`config.mk`:
```
export PLATFORM = sky130hd
export DESIGN_NAME = memSubsystem
export DESIGN_NICKNAME = d
export VERILOG_FILES = /design/src/logic/memPkg.sv /design/src/logic/dataBusIf.sv /design/src/logic/addrTranslate.sv /design/src/logic/memSubsystem.sv /design/src/logic/memoryStage.sv
export SDC_FILE = /design/constraint.sdc
export NUM_CORES = 1
export LEC_CHECK = 0
export BUFFER_PORTS_ARGS = -buffer_cell sky130_fd_sc_hd__buf_2
export CAP_MARGIN = 20
export CORE_AREA = 8 8 297 299
export DETAILED_ROUTE_END_ITERATION = 6
export DIE_AREA = 0 0 305 307
export PLACE_DENSITY_LB_ADDON = 0.05
export SLEW_MARGIN = 25
export SYNTH_ARGS = -nofsm -noshare
export SYNTH_HDL_FRONTEND = slang
export SYNTH_HIERARCHICAL = 1
export SYNTH_SLANG_ARGS = --single-unit
```
`constraint.sdc`:
```
create_clock -name clk -period 10.9 [get_ports clk]
set_input_delay 1.635 -clock clk [delete_from_list [all_inputs] [get_ports clk]]
set_output_delay 1.635 -clock clk [all_outputs]
set_load 0.05 [all_outputs]
```
`src/logic/memPkg.sv`:
```
package memPkg;

    typedef logic [63:0] word_t;

    // access size, log2 of the byte count
    typedef enum logic [1:0] {
        MSIZE1 = 2'b00,
        MSIZE2 = 2'b01,
        MSIZE4 = 2'b10,
        MSIZE8 = 2'b11
    } memSize_t;

    typedef struct packed {
        logic     memRead;
        logic     memWrite;
        memSize_t memSize;
        logic     zeroExt;   // lbu, lhu, lwu
        logic     regWrite;
        logic     csrSrc;    // writeback takes the csr value
    } memCtl_t;

    // execute result as seen by the memory stage
    typedef struct packed {
        word_t      pc;
        word_t      aluOut;  // address for loads and stores
        word_t      storeData;
        word_t      csrData;
        logic [4:0] dst;
        memCtl_t    ctl;
    } execData_t;

    typedef struct packed {
        logic       valid;
        logic [3:0] code;
        word_t      tval;
    } excep_t;

    typedef struct packed {
        logic       valid;
        word_t      pc;
        logic [4:0] dst;
        logic       regWrite;
        word_t      writeData;
        word_t      memAddr;
        excep_t     excep;
    } memData_t;

    typedef struct packed {
        logic        mode;   // 1 selects sv39, 0 is bare
        logic [43:0] ppn;
    } satp_t;

    localparam logic [3:0] EXC_LOAD_PAGE_FAULT  = 4'd13;
    localparam logic [3:0] EXC_STORE_PAGE_FAULT = 4'd15;

    // pte flags and ppn position
    localparam int PTE_V       = 0;
    localparam int PTE_R       = 1;
    localparam int PTE_W       = 2;
    localparam int PTE_X       = 3;
    localparam int PTE_PPN_LSB = 10;

    localparam int PAGE_LEVELS = 3;
    localparam int PAGE_SHIFT  = 12;  // 4 KiB base page
    localparam int VPN_BITS    = 9;

endpackage

```
`src/logic/dataBusIf.sv`:
```
`timescale 1ns/1ps

interface dataBusIf
    import memPkg::*;
();

    // request, from the stage
    logic       valid;
    word_t      addr;
    memSize_t   size;
    logic [7:0] strobe;   // zero for loads
    word_t      data;
    logic       isWrite;

    // response, from the translator
    logic       addrOk;
    logic       dataOk;
    word_t      rdata;
    logic       fault;    // only meaningful in the completion cycle

    modport stage (output valid, addr, size, strobe, data, isWrite,
                   input  addrOk, dataOk, rdata, fault);

    modport xlate (input  valid, addr, size, strobe, data, isWrite,
                   output addrOk, dataOk, rdata, fault);

endinterface

```
`src/logic/addrTranslate.sv`:
```
`timescale 1ns/1ps

module addrTranslate
    import memPkg::*;
(
    input  logic       clk,
    input  logic       reset,
    input  satp_t      satp,
    dataBusIf.xlate    virt,
    output logic       busValid,
    output word_t      busAddr,
    output memSize_t   busSize,
    output logic [7:0] busStrobe,
    output word_t      busWData,
    input  logic       busAddrOk,
    input  logic       busDataOk,
    input  word_t      busRData
);

    typedef enum logic [1:0] {
        IDLE,
        WALK,
        ACCESS
    } walkState_t;

    walkState_t  state;
    logic [1:0]  level;       // current sv39 level, 2 is the root
    word_t       tableBase;
    word_t       physAddr;    // final translated address
    word_t       walkAddr;
    word_t       leafAddr;
    logic [8:0]  vpnSel;
    logic [43:0] ptePpn;
    logic        busDone;
    logic        pteLeaf;
    logic        permOk;
    logic        walkFault;

    assign busDone = busAddrOk & busDataOk;
    assign ptePpn  = busRData[PTE_PPN_LSB +: 44];
    assign pteLeaf = busRData[PTE_R] | busRData[PTE_X];
    assign permOk  = virt.isWrite ? busRData[PTE_W] : busRData[PTE_R];

    // invalid entry, bad permission, or a pointer past the last level
    assign walkFault = ~busRData[PTE_V] | (pteLeaf & ~permOk) | (~pteLeaf & level == 2'd0);

    assign vpnSel   = virt.addr[PAGE_SHIFT + VPN_BITS * level +: VPN_BITS];
    assign walkAddr = tableBase + {52'b0, vpnSel, 3'b000};

    // superpages keep the lower vpn fields of the virtual address
    always_comb begin
        case (level)
            2'd2:    leafAddr = {8'b0, ptePpn[43:2*VPN_BITS],
                                 virt.addr[PAGE_SHIFT+2*VPN_BITS-1:0]};
            2'd1:    leafAddr = {8'b0, ptePpn[43:VPN_BITS],
                                 virt.addr[PAGE_SHIFT+VPN_BITS-1:0]};
            default: leafAddr = {8'b0, ptePpn, virt.addr[PAGE_SHIFT-1:0]};
        endcase
    end

    always_ff @(posedge clk) begin
        if (reset) begin
            state <= IDLE;
            level <= 2'(PAGE_LEVELS - 1);
        end else begin
            case (state)
                IDLE: if (satp.mode && virt.valid) begin
                    state <= WALK;
                    level <= 2'(PAGE_LEVELS - 1);
                end
                WALK: if (busDone) begin
                    if (walkFault) state <= IDLE;
                    else if (pteLeaf) state <= ACCESS;
                    else level <= level - 2'd1;   // descend one level
                end
                ACCESS: if (busDone) state <= IDLE;
                default: state <= IDLE;
            endcase
        end
    end

    always_ff @(posedge clk) begin
        if (state == IDLE) tableBase <= {8'b0, satp.ppn, 12'b0};
        else if (state == WALK && busDone && !pteLeaf) tableBase <= {8'b0, ptePpn, 12'b0};
        if (state == WALK && busDone && pteLeaf) physAddr <= leafAddr;
    end

    always_comb begin
        busValid    = 1'b0;
        busAddr     = '0;
        busSize     = MSIZE8;
        busStrobe   = 8'h00;
        busWData    = '0;
        virt.addrOk = 1'b0;
        virt.dataOk = 1'b0;
        virt.rdata  = busRData;
        virt.fault  = 1'b0;
        if (!satp.mode) begin
            // bare mode, straight through
            busValid    = virt.valid;
            busAddr     = virt.addr;
            busSize     = virt.size;
            busStrobe   = virt.strobe;
            busWData    = virt.data;
            virt.addrOk = busAddrOk;
            virt.dataOk = busDataOk;
        end else begin
            case (state)
                WALK: begin
                    busValid = 1'b1;
                    busAddr  = walkAddr;       // 8-byte pte read
                    if (busDone && walkFault) begin
                        virt.addrOk = 1'b1;
                        virt.dataOk = 1'b1;
                        virt.fault  = 1'b1;
                    end
                end
                ACCESS: begin
                    busValid    = 1'b1;
                    busAddr     = physAddr;
                    busSize     = virt.size;
                    busStrobe   = virt.strobe;
                    busWData    = virt.data;
                    virt.addrOk = busAddrOk;
                    virt.dataOk = busDataOk;
                end
                default: ;
            endcase
        end
    end

    busAddrStable: assert property (@(posedge clk) disable iff (reset)
        busValid && !(busAddrOk && busDataOk) |=> busValid && $stable(busAddr))
        else $error("busAddr changed while waiting for acceptance");

endmodule

```
`src/logic/memSubsystem.sv`:
```
`timescale 1ns/1ps

module memSubsystem
    import memPkg::*;
(
    input  logic       clk,
    input  logic       reset,
    input  satp_t      satp,
    input  execData_t  dataE,
    output memData_t   dataM,
    output logic       stall,

    // external data bus, physical side
    output logic       busValid,
    output word_t      busAddr,
    output memSize_t   busSize,
    output logic [7:0] busStrobe,
    output word_t      busWData,
    input  logic       busAddrOk,
    input  logic       busDataOk,
    input  word_t      busRData
);

    dataBusIf virtBus ();   // virtual-side request between stage and translator

    memoryStage u_stage (
        .clk   (clk),
        .reset (reset),
        .dataE (dataE),
        .dataM (dataM),
        .stall (stall),
        .bus   (virtBus.stage)
    );

    addrTranslate u_xlate (
        .clk       (clk),
        .reset     (reset),
        .satp      (satp),
        .virt      (virtBus.xlate),
        .busValid  (busValid),
        .busAddr   (busAddr),
        .busSize   (busSize),
        .busStrobe (busStrobe),
        .busWData  (busWData),
        .busAddrOk (busAddrOk),
        .busDataOk (busDataOk),
        .busRData  (busRData)
    );

endmodule

```
`src/logic/memoryStage.sv`:
```
`timescale 1ns/1ps

module memoryStage
    import memPkg::*;
(
    input  logic      clk,
    input  logic      reset,
    input  execData_t dataE,
    output memData_t  dataM,
    output logic      stall,
    dataBusIf.stage   bus
);

    logic       isMem;
    logic       busDone;
    logic       faulted;
    logic [2:0] offset;
    logic [5:0] shiftBits;
    logic [7:0] sizeMask;
    word_t      loadShifted;
    word_t      loadValue;
    word_t      resultValue;

    // registered request
    logic       reqValid;
    word_t      reqAddr;
    memSize_t   reqSize;
    logic [7:0] reqStrobe;
    word_t      reqData;
    logic       reqWrite;

    assign isMem     = dataE.ctl.memRead | dataE.ctl.memWrite;
    assign offset    = dataE.aluOut[2:0];
    assign shiftBits = {offset, 3'b000};       // byte offset in bits
    assign busDone   = reqValid & bus.addrOk & bus.dataOk;
    assign faulted   = busDone & bus.fault;
    assign stall     = isMem & ~busDone;

    always_comb begin
        case (dataE.ctl.memSize)
            MSIZE1:  sizeMask = 8'h01;
            MSIZE2:  sizeMask = 8'h03;
            MSIZE4:  sizeMask = 8'h0f;
            default: sizeMask = 8'hff;
        endcase
    end

    always_ff @(posedge clk) begin
        if (reset) begin
            reqValid <= 1'b0;
        end else if (busDone) begin
            reqValid <= 1'b0;                    // drop after completion
        end else if (isMem & ~reqValid) begin
            reqValid <= 1'b1;
        end
    end

    // payload captured together with the valid rise
    always_ff @(posedge clk) begin
        if (isMem & ~reqValid) begin
            reqAddr   <= dataE.aluOut;
            reqSize   <= dataE.ctl.memSize;
            reqWrite  <= dataE.ctl.memWrite;
            reqData   <= dataE.ctl.memWrite ? dataE.storeData << shiftBits : '0;
            reqStrobe <= dataE.ctl.memWrite ? sizeMask << offset : 8'h00;
        end
    end

    assign bus.valid   = reqValid;
    assign bus.addr    = reqAddr;
    assign bus.size    = reqSize;
    assign bus.strobe  = reqStrobe;
    assign bus.data    = reqData;
    assign bus.isWrite = reqWrite;

    // align the bus word, then extend to 64 bits
    always_comb begin
        loadShifted = bus.rdata >> shiftBits;
        case (dataE.ctl.memSize)
            MSIZE1:  loadValue = dataE.ctl.zeroExt ? {56'b0, loadShifted[7:0]}
                                                   : {{56{loadShifted[7]}}, loadShifted[7:0]};
            MSIZE2:  loadValue = dataE.ctl.zeroExt ? {48'b0, loadShifted[15:0]}
                                                   : {{48{loadShifted[15]}}, loadShifted[15:0]};
            MSIZE4:  loadValue = dataE.ctl.zeroExt ? {32'b0, loadShifted[31:0]}
                                                   : {{32{loadShifted[31]}}, loadShifted[31:0]};
            default: loadValue = loadShifted;
        endcase
    end

    always_comb begin
        if (dataE.ctl.csrSrc) resultValue = dataE.csrData;
        else if (dataE.ctl.memRead) resultValue = loadValue;
        else resultValue = dataE.aluOut;

        dataM.valid    = 1'b1;
        dataM.pc       = dataE.pc;
        dataM.dst      = dataE.dst;
        dataM.regWrite = dataE.ctl.regWrite;
        dataM.memAddr  = isMem ? dataE.aluOut : '0;
        dataM.writeData = (dataE.ctl.regWrite && dataE.dst != 5'd0 && !faulted) ? resultValue
                                                                                 : '0;
        dataM.excep.valid = faulted;
        dataM.excep.code  = '0;
        dataM.excep.tval  = '0;
        if (faulted) begin
            dataM.excep.code = dataE.ctl.memWrite ? EXC_STORE_PAGE_FAULT : EXC_LOAD_PAGE_FAULT;
            dataM.excep.tval = dataE.aluOut;
        end
    end

    onlyOneAccess: assert property (@(posedge clk) disable iff (reset)
        !(dataE.ctl.memRead && dataE.ctl.memWrite))
        else $error("memRead and memWrite both set");

    // load alignment reads dataE directly, so it must hold through the access
    inputHeld: assert property (@(posedge clk) disable iff (reset)
        stall |=> $stable(dataE))
        else $error("dataE changed while the stage was stalled");

endmodule

```
# --- After elaboration in Yosys (flattened, before gate mapping) ---
# Index checks and enable logic that the tools add are counted.
# Widths: inputs -> output; s select.
op_classes:
  add_sub_neg: 3
  n_mul: 1
  n_eq_ne: 12
  shifts: 4
  n_mux: 43
  n_bitwise: 17
  reduce_logical: 19
ops:
  columns: ["cell", "count"]
  rows:
  - ["$mux 64", 10]
  - ["$pmux 64 s3", 1]
  - ["$pmux 57 s2", 1]
  - ["$mux 56", 2]
  - ["$mux 68", 1]
  - ["$shiftx 64x33->9", 1]
  - ["$shl 64x6->64", 1]
  - ["$shr 64x6->64", 1]
  - ["$pmux 30 s2", 1]
  - ["$add 56x12->57", 1]
  - ["$mux 2", 12]
  - ["$pmux 8 s3", 1]
  - ["$mux 8", 2]
  - ["$and 1x1->1", 8]
  - ["$mux 1", 8]
  - ["$shl 8x3->8", 1]
  - ["$add 4x6->7 const A", 1]
  - ["$logic_and 1x1->1", 7]
  - ["$eq 2x1->1 const B", 3]
  - ["$eq 2x2->1 const B", 3]
  - ["$logic_not 2->1", 3]
  - ["$mul 4x2->6 const A", 1]
  - ["$ne 2x1->1 const B", 3]
  - ["$pmux 2 s3", 1]
  - ["other kinds (13)", 25]
word_totals:
  ff_bits: 244
  output_inout_bits: 408
  word_cells: 109

# --- Longest topological paths before layout ---
# Gate-level depths: netlist of run 1.
depth:
  ltp_word: 15
  ltp_mapped: 14
  ltp_nobuf: 11

# --- By module ---
# Netlist of run 1, hierarchy kept.
modules_own_cells:
  columns: ["mod", "instances", "cells_per_inst", "area_per_inst_um2", "seq_area_each_um2"]
  rows:
  - ["memoryStage", 1, 1196, 10914.2, 4194.0]
  - ["addrTranslate", 1, 603, 6406.1, 3083.0]

# --- Worst setup path before layout of run 1 ---
# Ideal clock, no wire load.
synth_timing:
  path_type: "input -> register"
  start: "input port dataE[6] in the netlist's numbering"
  end: "register u_stage.reqAddr[0] (netlist: u_stage/bus.addr[0]) (enable)"
  setup_ns: 0.640
  arrival_time_ns: 7.867
  required_time_ns: 10.260
  setup_slack_ns: 2.393
  cell_stages: 4
  path_cell_list: "nor2_1 clkbuf_1 clkbuf_1 nor2_1"
synth_via:
  elab_chain_cells: 2
synth_lines:
  columns: ["item", "line_no", "rtl"]
  rows:
  - ["start: declaration", "memSubsystem.sv:9", "input execData_t dataE,"]
  - ["$or 1x1->1", "memoryStage.sv:32", "assign isMem = dataE.ctl.memRead | dataE.ctl.memWrite;"]
  - ["$and 1x1->1", "memoryStage.sv:60", "if (isMem & ~reqValid) begin"]
  - ["end signal: assignment", "memoryStage.sv:61", "reqAddr <= dataE.aluOut;"]
  - ["end: declaration", "memoryStage.sv:26", "word_t reqAddr;"]
# No other way between the ends.
# A chain may end at the register's enable or synchronous reset.

==> impl_metrics.env, run 1 <==
export IMPL_run_status="finished, final reports clean"
export IMPL_layout_drive_gt1_share_pct=38.95
export IMPL_synth_top_cell_area_share_pct=41.44
export IMPL_p_clk_share_pct=29.7
export IMPL_avgSynthCellArea_um2=9.628
export IMPL_grt_pass1_wl_mm=143.6
export IMPL_crit_path_max_incr_delay_ps=760
export IMPL_tns_ps=0
export IMPL_placed_area_um2=20720
export IMPL_hold_class="flip-flop to flip-flop"
export IMPL_synthSimpleGateAreaFrac_pct=17.50
export IMPL_initial_core_util_pct=20.83
export IMPL_cts_root_buf="clkbuf_16"
export IMPL_clock_skew_ps=12.92
export IMPL_cts_setup_buffers=0
export IMPL_grt_pass1_vias=16400
export IMPL_post_synth_top_area_cell="edfxtp_1"
export IMPL_cts_hold_fix_buffers=0
export IMPL_dieArea_um2=93640
export IMPL_synthMuxAreaShare_pct=13.69
export IMPL_cts_resized=0
export IMPL_drc=0
export IMPL_tritoncts="built"
export IMPL_dp_hpwl_mm=84.10
export IMPL_yosys_area_share_adder_pct=0.4334
export IMPL_cp_end_kind="primary output"
export IMPL_via_per_inst=4.822
export IMPL_netlist_top_cells_count="edfxtp_1, and2_1, o21ai_0"
export IMPL_cp_max_fo=50
export IMPL_worstMarginPinSlew_ps=1056
export IMPL_gr_total_overflow=0
export IMPL_synthToLayoutAreaGrowth_pct=25.99
export IMPL_slew_limit_headroom_pct=29.17
export IMPL_syn_area_um2=17320
export IMPL_die_h_um=307
export IMPL_gp_congestion=0.8243
export IMPL_routed_wl_mm=107.0
export IMPL_min_period_ps=7135
export IMPL_final_hold_viol_count=0
export IMPL_seqPwrFrac_pct=34.2
export IMPL_post_drt_wl_per_cell_um=31.87
export IMPL_portBuffers=659
export IMPL_whs_ps=438.4
export IMPL_cp_arrival_ps=5500
export IMPL_finalPower_mw=3.773
export IMPL_io_pins=789
export IMPL_clockBufferDepth=3
export IMPL_synthArstFlopShare_pct=0
export IMPL_cts_inserted_buffers=36
export IMPL_switching_share_pct=40.04
export IMPL_ys_seq_area_share_pct=42.01
export IMPL_p_per_area_nw_per_um2=172.9
export IMPL_intPower_mw=2.262
export IMPL_synth_cells=1799
export IMPL_slowest_stage="nor2_2"
export IMPL_synth_nets=2186
export IMPL_grt_max_degree=81
export IMPL_rows=106
export IMPL_synth_area_top_cells="edfxtp_1, buf_4, and2_1"
export IMPL_leakagePower_nw=9.362
export IMPL_maxCapViolCount=0
export IMPL_final_max_slew_viol_count=0
export IMPL_rsz0062_at_grt="no"
export IMPL_antenna_found_initial=30
export IMPL_synth_top_family_by_area="simple AND/OR/NAND/NOR gates"
export IMPL_synth_most_common_cell="edfxtp_1"
export IMPL_die_x_um=305
export IMPL_insertion_delay_ps=550
export IMPL_crit_path_cell_trace="buf_2, nor3_1, o21bai_1, a211o_1, nand3_1, nand4_1, buf_4, o211ai_1, buf_4, nor2_2, o31ai_4, o22ai_1, buf_2"
export IMPL_fin_crit_sh_pct=65.46
export IMPL_peakVddDrop_v=0.0001121
export IMPL_synth_main_ff_cell="edfxtp_1"
export IMPL_worstSetupPathType="input pin to primary output"
export IMPL_power_switching_mw=1.510
export IMPL_synth_warning_count=6
export IMPL_ant_nets=0
export IMPL_cts_clk_slew_worst_paths_ps=50
export IMPL_route_vias_total=16190
export IMPL_coreArea_um2=83160
export IMPL_final_nets=2636
export IMPL_p_comb_share_pct=36.2
export IMPL_synthXorXnorAreaFrac_pct=0
export IMPL_ys_ff_latch=244
export IMPL_critPathLaunchType="input pin"
export IMPL_stdcell_area_um2=21820
export IMPL_setup_viol=0
export IMPL_first_pass_iters=5
export IMPL_cts_sinks=244
export IMPL_synth_edf_count=239
export IMPL_drt_iter0_drc=1388
export IMPL_yosysUniqueCellTypes=61
export IMPL_fmax_ghz=0.1402
export IMPL_crit_required_ps=9270
export IMPL_grt_usage_pct=21.58
export IMPL_htreeDepth=2
export IMPL_synth_compound_area_share_pct=15.34
worst max-delay path, delay by kind of cell:
family / cells / cell delay, ps
and+or+nand+nor: 4 / 1380
AOI/OAI and AO/OA: 5 / 1370
buffers and inverters: 4 / 1040
layout by cell type (no fill, tap or decap), types with 4 or more instances in the layout:
cell type  instances
a311oi_1           5
o22a_1             8
a221o_1            9
buf_4             37
clkbuf_16         37
o21ai_1           10
mux4_2            23
nand3_1            8
diode_2            5
nand2_1          127
clkinv_1           7
edfxtp_1         239
a211oi_1          35
ha_1               5
nand2b_1          13
o21bai_1           4
nor2_1           135
a22oi_1           51
o32ai_1            6
o211ai_1          13
nor3_1            10
a211oi_2          17
and3_1            10
and2_1           155
o21ai_0          150
inv_1             68
nor2b_1           89
mux2_2            84
dfxtp_1            5
a22o_1             9
buf_2            655
or3_1             18
clkbuf_1          10
o22ai_1           11
a21oi_1           56
mux2i_1           88
nor4_1             8
through the flow:
stage | utilization, % | cells | setup slack, ps
after floorplan | - | 1799 | 2393
after detailed placement | 24.91 | 3291 | 3833
after CTS | 26.22 | 3352 | 3800
final | 26.24 | 3357 | 3765
after global placement | 24.85 | 3291 | 3517
after global routing | 26.23 | 3354 | 3426
path summary, 6_finish.rpt:
check,from,to,slack (ps),cells past startpoint
worst max-delay path,busRData[3],dataM[184],3770,13
worst min register to register,u_stage/bus.addr[4],u_xlate/physAddr[4],440,0
worst min-delay path,u_stage/bus.addr[4],u_xlate/physAddr[4],440,0
worst max register to register,u_xlate/state[1],u_xlate/physAddr[51],8030,4
flip-flops by register name, indices dropped and copies added, names as in the netlist:
register,flops
u_stage/bus.size,2
u_xlate/tableBase,44
u_stage/bus.strobe,8
u_stage/bus.valid,1
u_stage/bus.data,64
u_stage/bus.addr,64
u_xlate/state,2
u_xlate/level,2
u_xlate/physAddr,56
u_stage/bus.isWrite,1
metal layers:
metal / track usage, % / part of all wire [%] / vias up
met3: 4.364 / 5.9 / 139
met4: 3.740 / 1.6 / 10
met1: 28.36 / 44 / 8123
met5: 0 / 0.064 / -
met2: 36.94 / 48 / 706
li1: - / - / 7209
power groups by stage:
stage               Sequential [mW]  Clock (mW)  Combinational (mW)
finish                         1.29        1.12                1.36
global route                   1.30        1.19                1.44
CTS                            1.29        1.16                1.39
detailed placement             1.31           0                1.39
global placement               1.31           0                1.39
floorplan                      1.29           0               0.959
kinds of logic (layout without fill, tap and decap cells):
family,Yosys count,in the layout
and+or+nand+nor,593,593
AOI/OAI and AO/OA,407,407
buffers and inverters,352,825
DFF,244,244
muxes,196,196
adders and majority gates,6,6
other,1,6
layout make-up:
cell class              instances  area, um^2
inverters                      71       266.5
flip-flops and latches        244        7277
clock inverters                14       121.4
clock buffers                  47       963.4
repair buffers                693        3567
multi-input cells            1203        8263
well taps                    1080        1351
fillers                      9077       61340
diodes                          5       12.51
No activity file was read; power rests on OpenSTA's default activity.
==> run 2: changes to the inputs <==
- clock period: 10.9 -> 7 ns (I/O delays scaled with it)
==> run 2 against run 1 <==
Against the previous run: clock skew decreased by 4.8 ps; clock power increased by 51%; via count decreased by 0.43%; critical path depth increased by 1; non-clock buffer count increased by 7; wire length increased by 1.7%; sequential share of layout area about the same; total power increased by 55%; combinational power increased by 57%; cell count increased by 0.21%; critical endpoint is now dataM[149].
==> impl_metrics.env, run 2 (synthesized netlist as in run 1, its figures left out) <==
export IMPL_run_status="finished, final reports clean"
export IMPL_cts_inserted_buffers=34
export IMPL_cp_arrival_ps=4850
export IMPL_grt_pass1_vias=16570
export IMPL_fin_crit_sh_pct=84.29
export IMPL_synthToLayoutAreaGrowth_pct=25.93
export IMPL_grt_max_degree=95
export IMPL_portBuffers=659
export IMPL_post_drt_wl_per_cell_um=32.36
export IMPL_final_hold_viol_count=0
export IMPL_cp_end_kind="primary output"
export IMPL_cts_root_buf="clkbuf_16"
export IMPL_worstMarginPinSlew_ps=1004
export IMPL_worstSetupPathType="flip-flop to primary output"
export IMPL_hold_class="flip-flop to flip-flop"
export IMPL_fmax_ghz=0.1695
export IMPL_clock_skew_ps=8.173
export IMPL_cts_hold_fix_buffers=0
export IMPL_drc=0
export IMPL_grt_util_met2_pct=38.96
export IMPL_route_vias_total=16120
export IMPL_gr_total_overflow=0
export IMPL_grt_pass1_wl_mm=145.3
export IMPL_drt_iter0_drc=1134
export IMPL_cts_clk_slew_worst_paths_ps=60
export IMPL_htreeDepth=2
export IMPL_die_x_um=305
export IMPL_maxCapViolCount=0
export IMPL_peakVddDrop_v=0.0001635
export IMPL_gr_usage_met1_pct=27.65
export IMPL_setup_viol=0
export IMPL_initial_core_util_pct=20.83
export IMPL_io_pins=789
export IMPL_gp_congestion=0.8194
export IMPL_rows=106
export IMPL_crit_required_ps=5950
export IMPL_rsz0062_at_grt="no"
export IMPL_critPathLaunchType="flip-flop"
export IMPL_final_max_slew_viol_count=0
export IMPL_p_per_area_nw_per_um2=267.4
export IMPL_final_common_cell="buf_2"
export IMPL_whs_ps=445.4
export IMPL_die_h_um=307
export IMPL_cts_sinks=244
export IMPL_cts_setup_buffers=0
export IMPL_tns_ps=0
export IMPL_antenna_found_initial=30
export IMPL_grt_usage_pct=22.02
export IMPL_coreArea_um2=83160
export IMPL_dp_hpwl_mm=86.84
export IMPL_via_per_inst=4.791
export IMPL_cts_resized=0
export IMPL_min_period_ps=5900
export IMPL_setup_ws_ps=1100
export IMPL_tritoncts="built"
export IMPL_dpl_worst_slack_ps=1640
export IMPL_grt_busiest_layer="met2"
export IMPL_ant_nets=0
export IMPL_first_pass_iters=7
export IMPL_layout_drive_gt1_share_pct=38.75
export IMPL_leakagePower_nw=9.387
export IMPL_most_common_layout_cells="buf_2, edfxtp_1, and2_1"
export IMPL_routed_wl_mm=108.9
export IMPL_slew_limit_headroom_pct=32.77
export IMPL_dieArea_um2=93640
export IMPL_insertion_delay_ps=540
export IMPL_cp_max_fo=22
export IMPL_final_nets=2641
export IMPL_clockBufferDepth=3
export IMPL_grtUsageMet3_pct=4.584
run 2: cell count changes in the layout (fill, tap and decap cells not counted), moves of 2 or more:
cell / delta
nor2_2: -3
clkinv_1: -2
a211oi_1: +7
buf_12: +2
buf_4: +5
nor2_1: +2
a211oi_2: -7
diode_2: +3
clkinv_2: +2
inv_6: -2
run 2: worst max-delay path, stage by stage (launching register included):
cell and delay [ps]:
dfxtp_1 760, inv_1 200, ha_1 240, nor3_1 320, o21bai_1 240, a211o_1 200, nand3_1 120, nand4_1 470
o211ai_1 170, buf_4 280, nor2_1 140, buf_4 200, o21ai_0 120, o21ai_1 420, buf_2 360
run 2: area by class of cell:
type | count | area (um^2)
tap | 1080 | 1351
inverter | 71 | 266.5
multi-input combinational | 1203 | 8205
clock inverter | 10 | 68.82
antenna | 8 | 20.02
timing repair buffer | 700 | 3645
fill | 9132 | 61350
sequential | 244 | 7277
clock buffer | 48 | 977.2
run 2: metal layers:
| layer | wire (um) | vias to the layer above |
|---|---|---|
| met5 | 13 | - |
| met4 | 2009 | 2 |
| met3 | 6965 | 130 |
| met2 | 53720 | 707 |
| met1 | 46150 | 8050 |
| li1 | - | 7229 |
run 2: power breakdown:
part           total, mW  internal (mW)  switching [mW]
combinational       2.13          0.566            1.57
clock               1.69           1.00           0.688
sequential          2.01           1.93          0.0841
total               5.83           3.49            2.34
run 2: worst paths after layout:
kind,cells past startpoint,endpoint,slack (ps),startpoint
worst max-delay path,14,dataM[149],1100,u_xlate/level[1]
worst min-delay path,0,u_xlate/physAddr[8],450,u_stage/bus.addr[8]
worst max register to register,4,u_xlate/physAddr[52],4060,u_xlate/state[1]
worst min register to register,0,u_xlate/physAddr[8],450,u_stage/bus.addr[8]
run 2: through the flow:
step	area [um^2]	total power, mW	std cells	utilization, %
6_report	21810	5.833	3364	26.23
5_1_grt	21800	6.080	3359	26.21
4_1_cts	21790	5.937	3356	26.20
3_5_place_dp	20740	4.202	3298	24.94
3_3_place_gp	20730	4.199	3298	24.93
2_1_floorplan	17320	3.501	1799	-
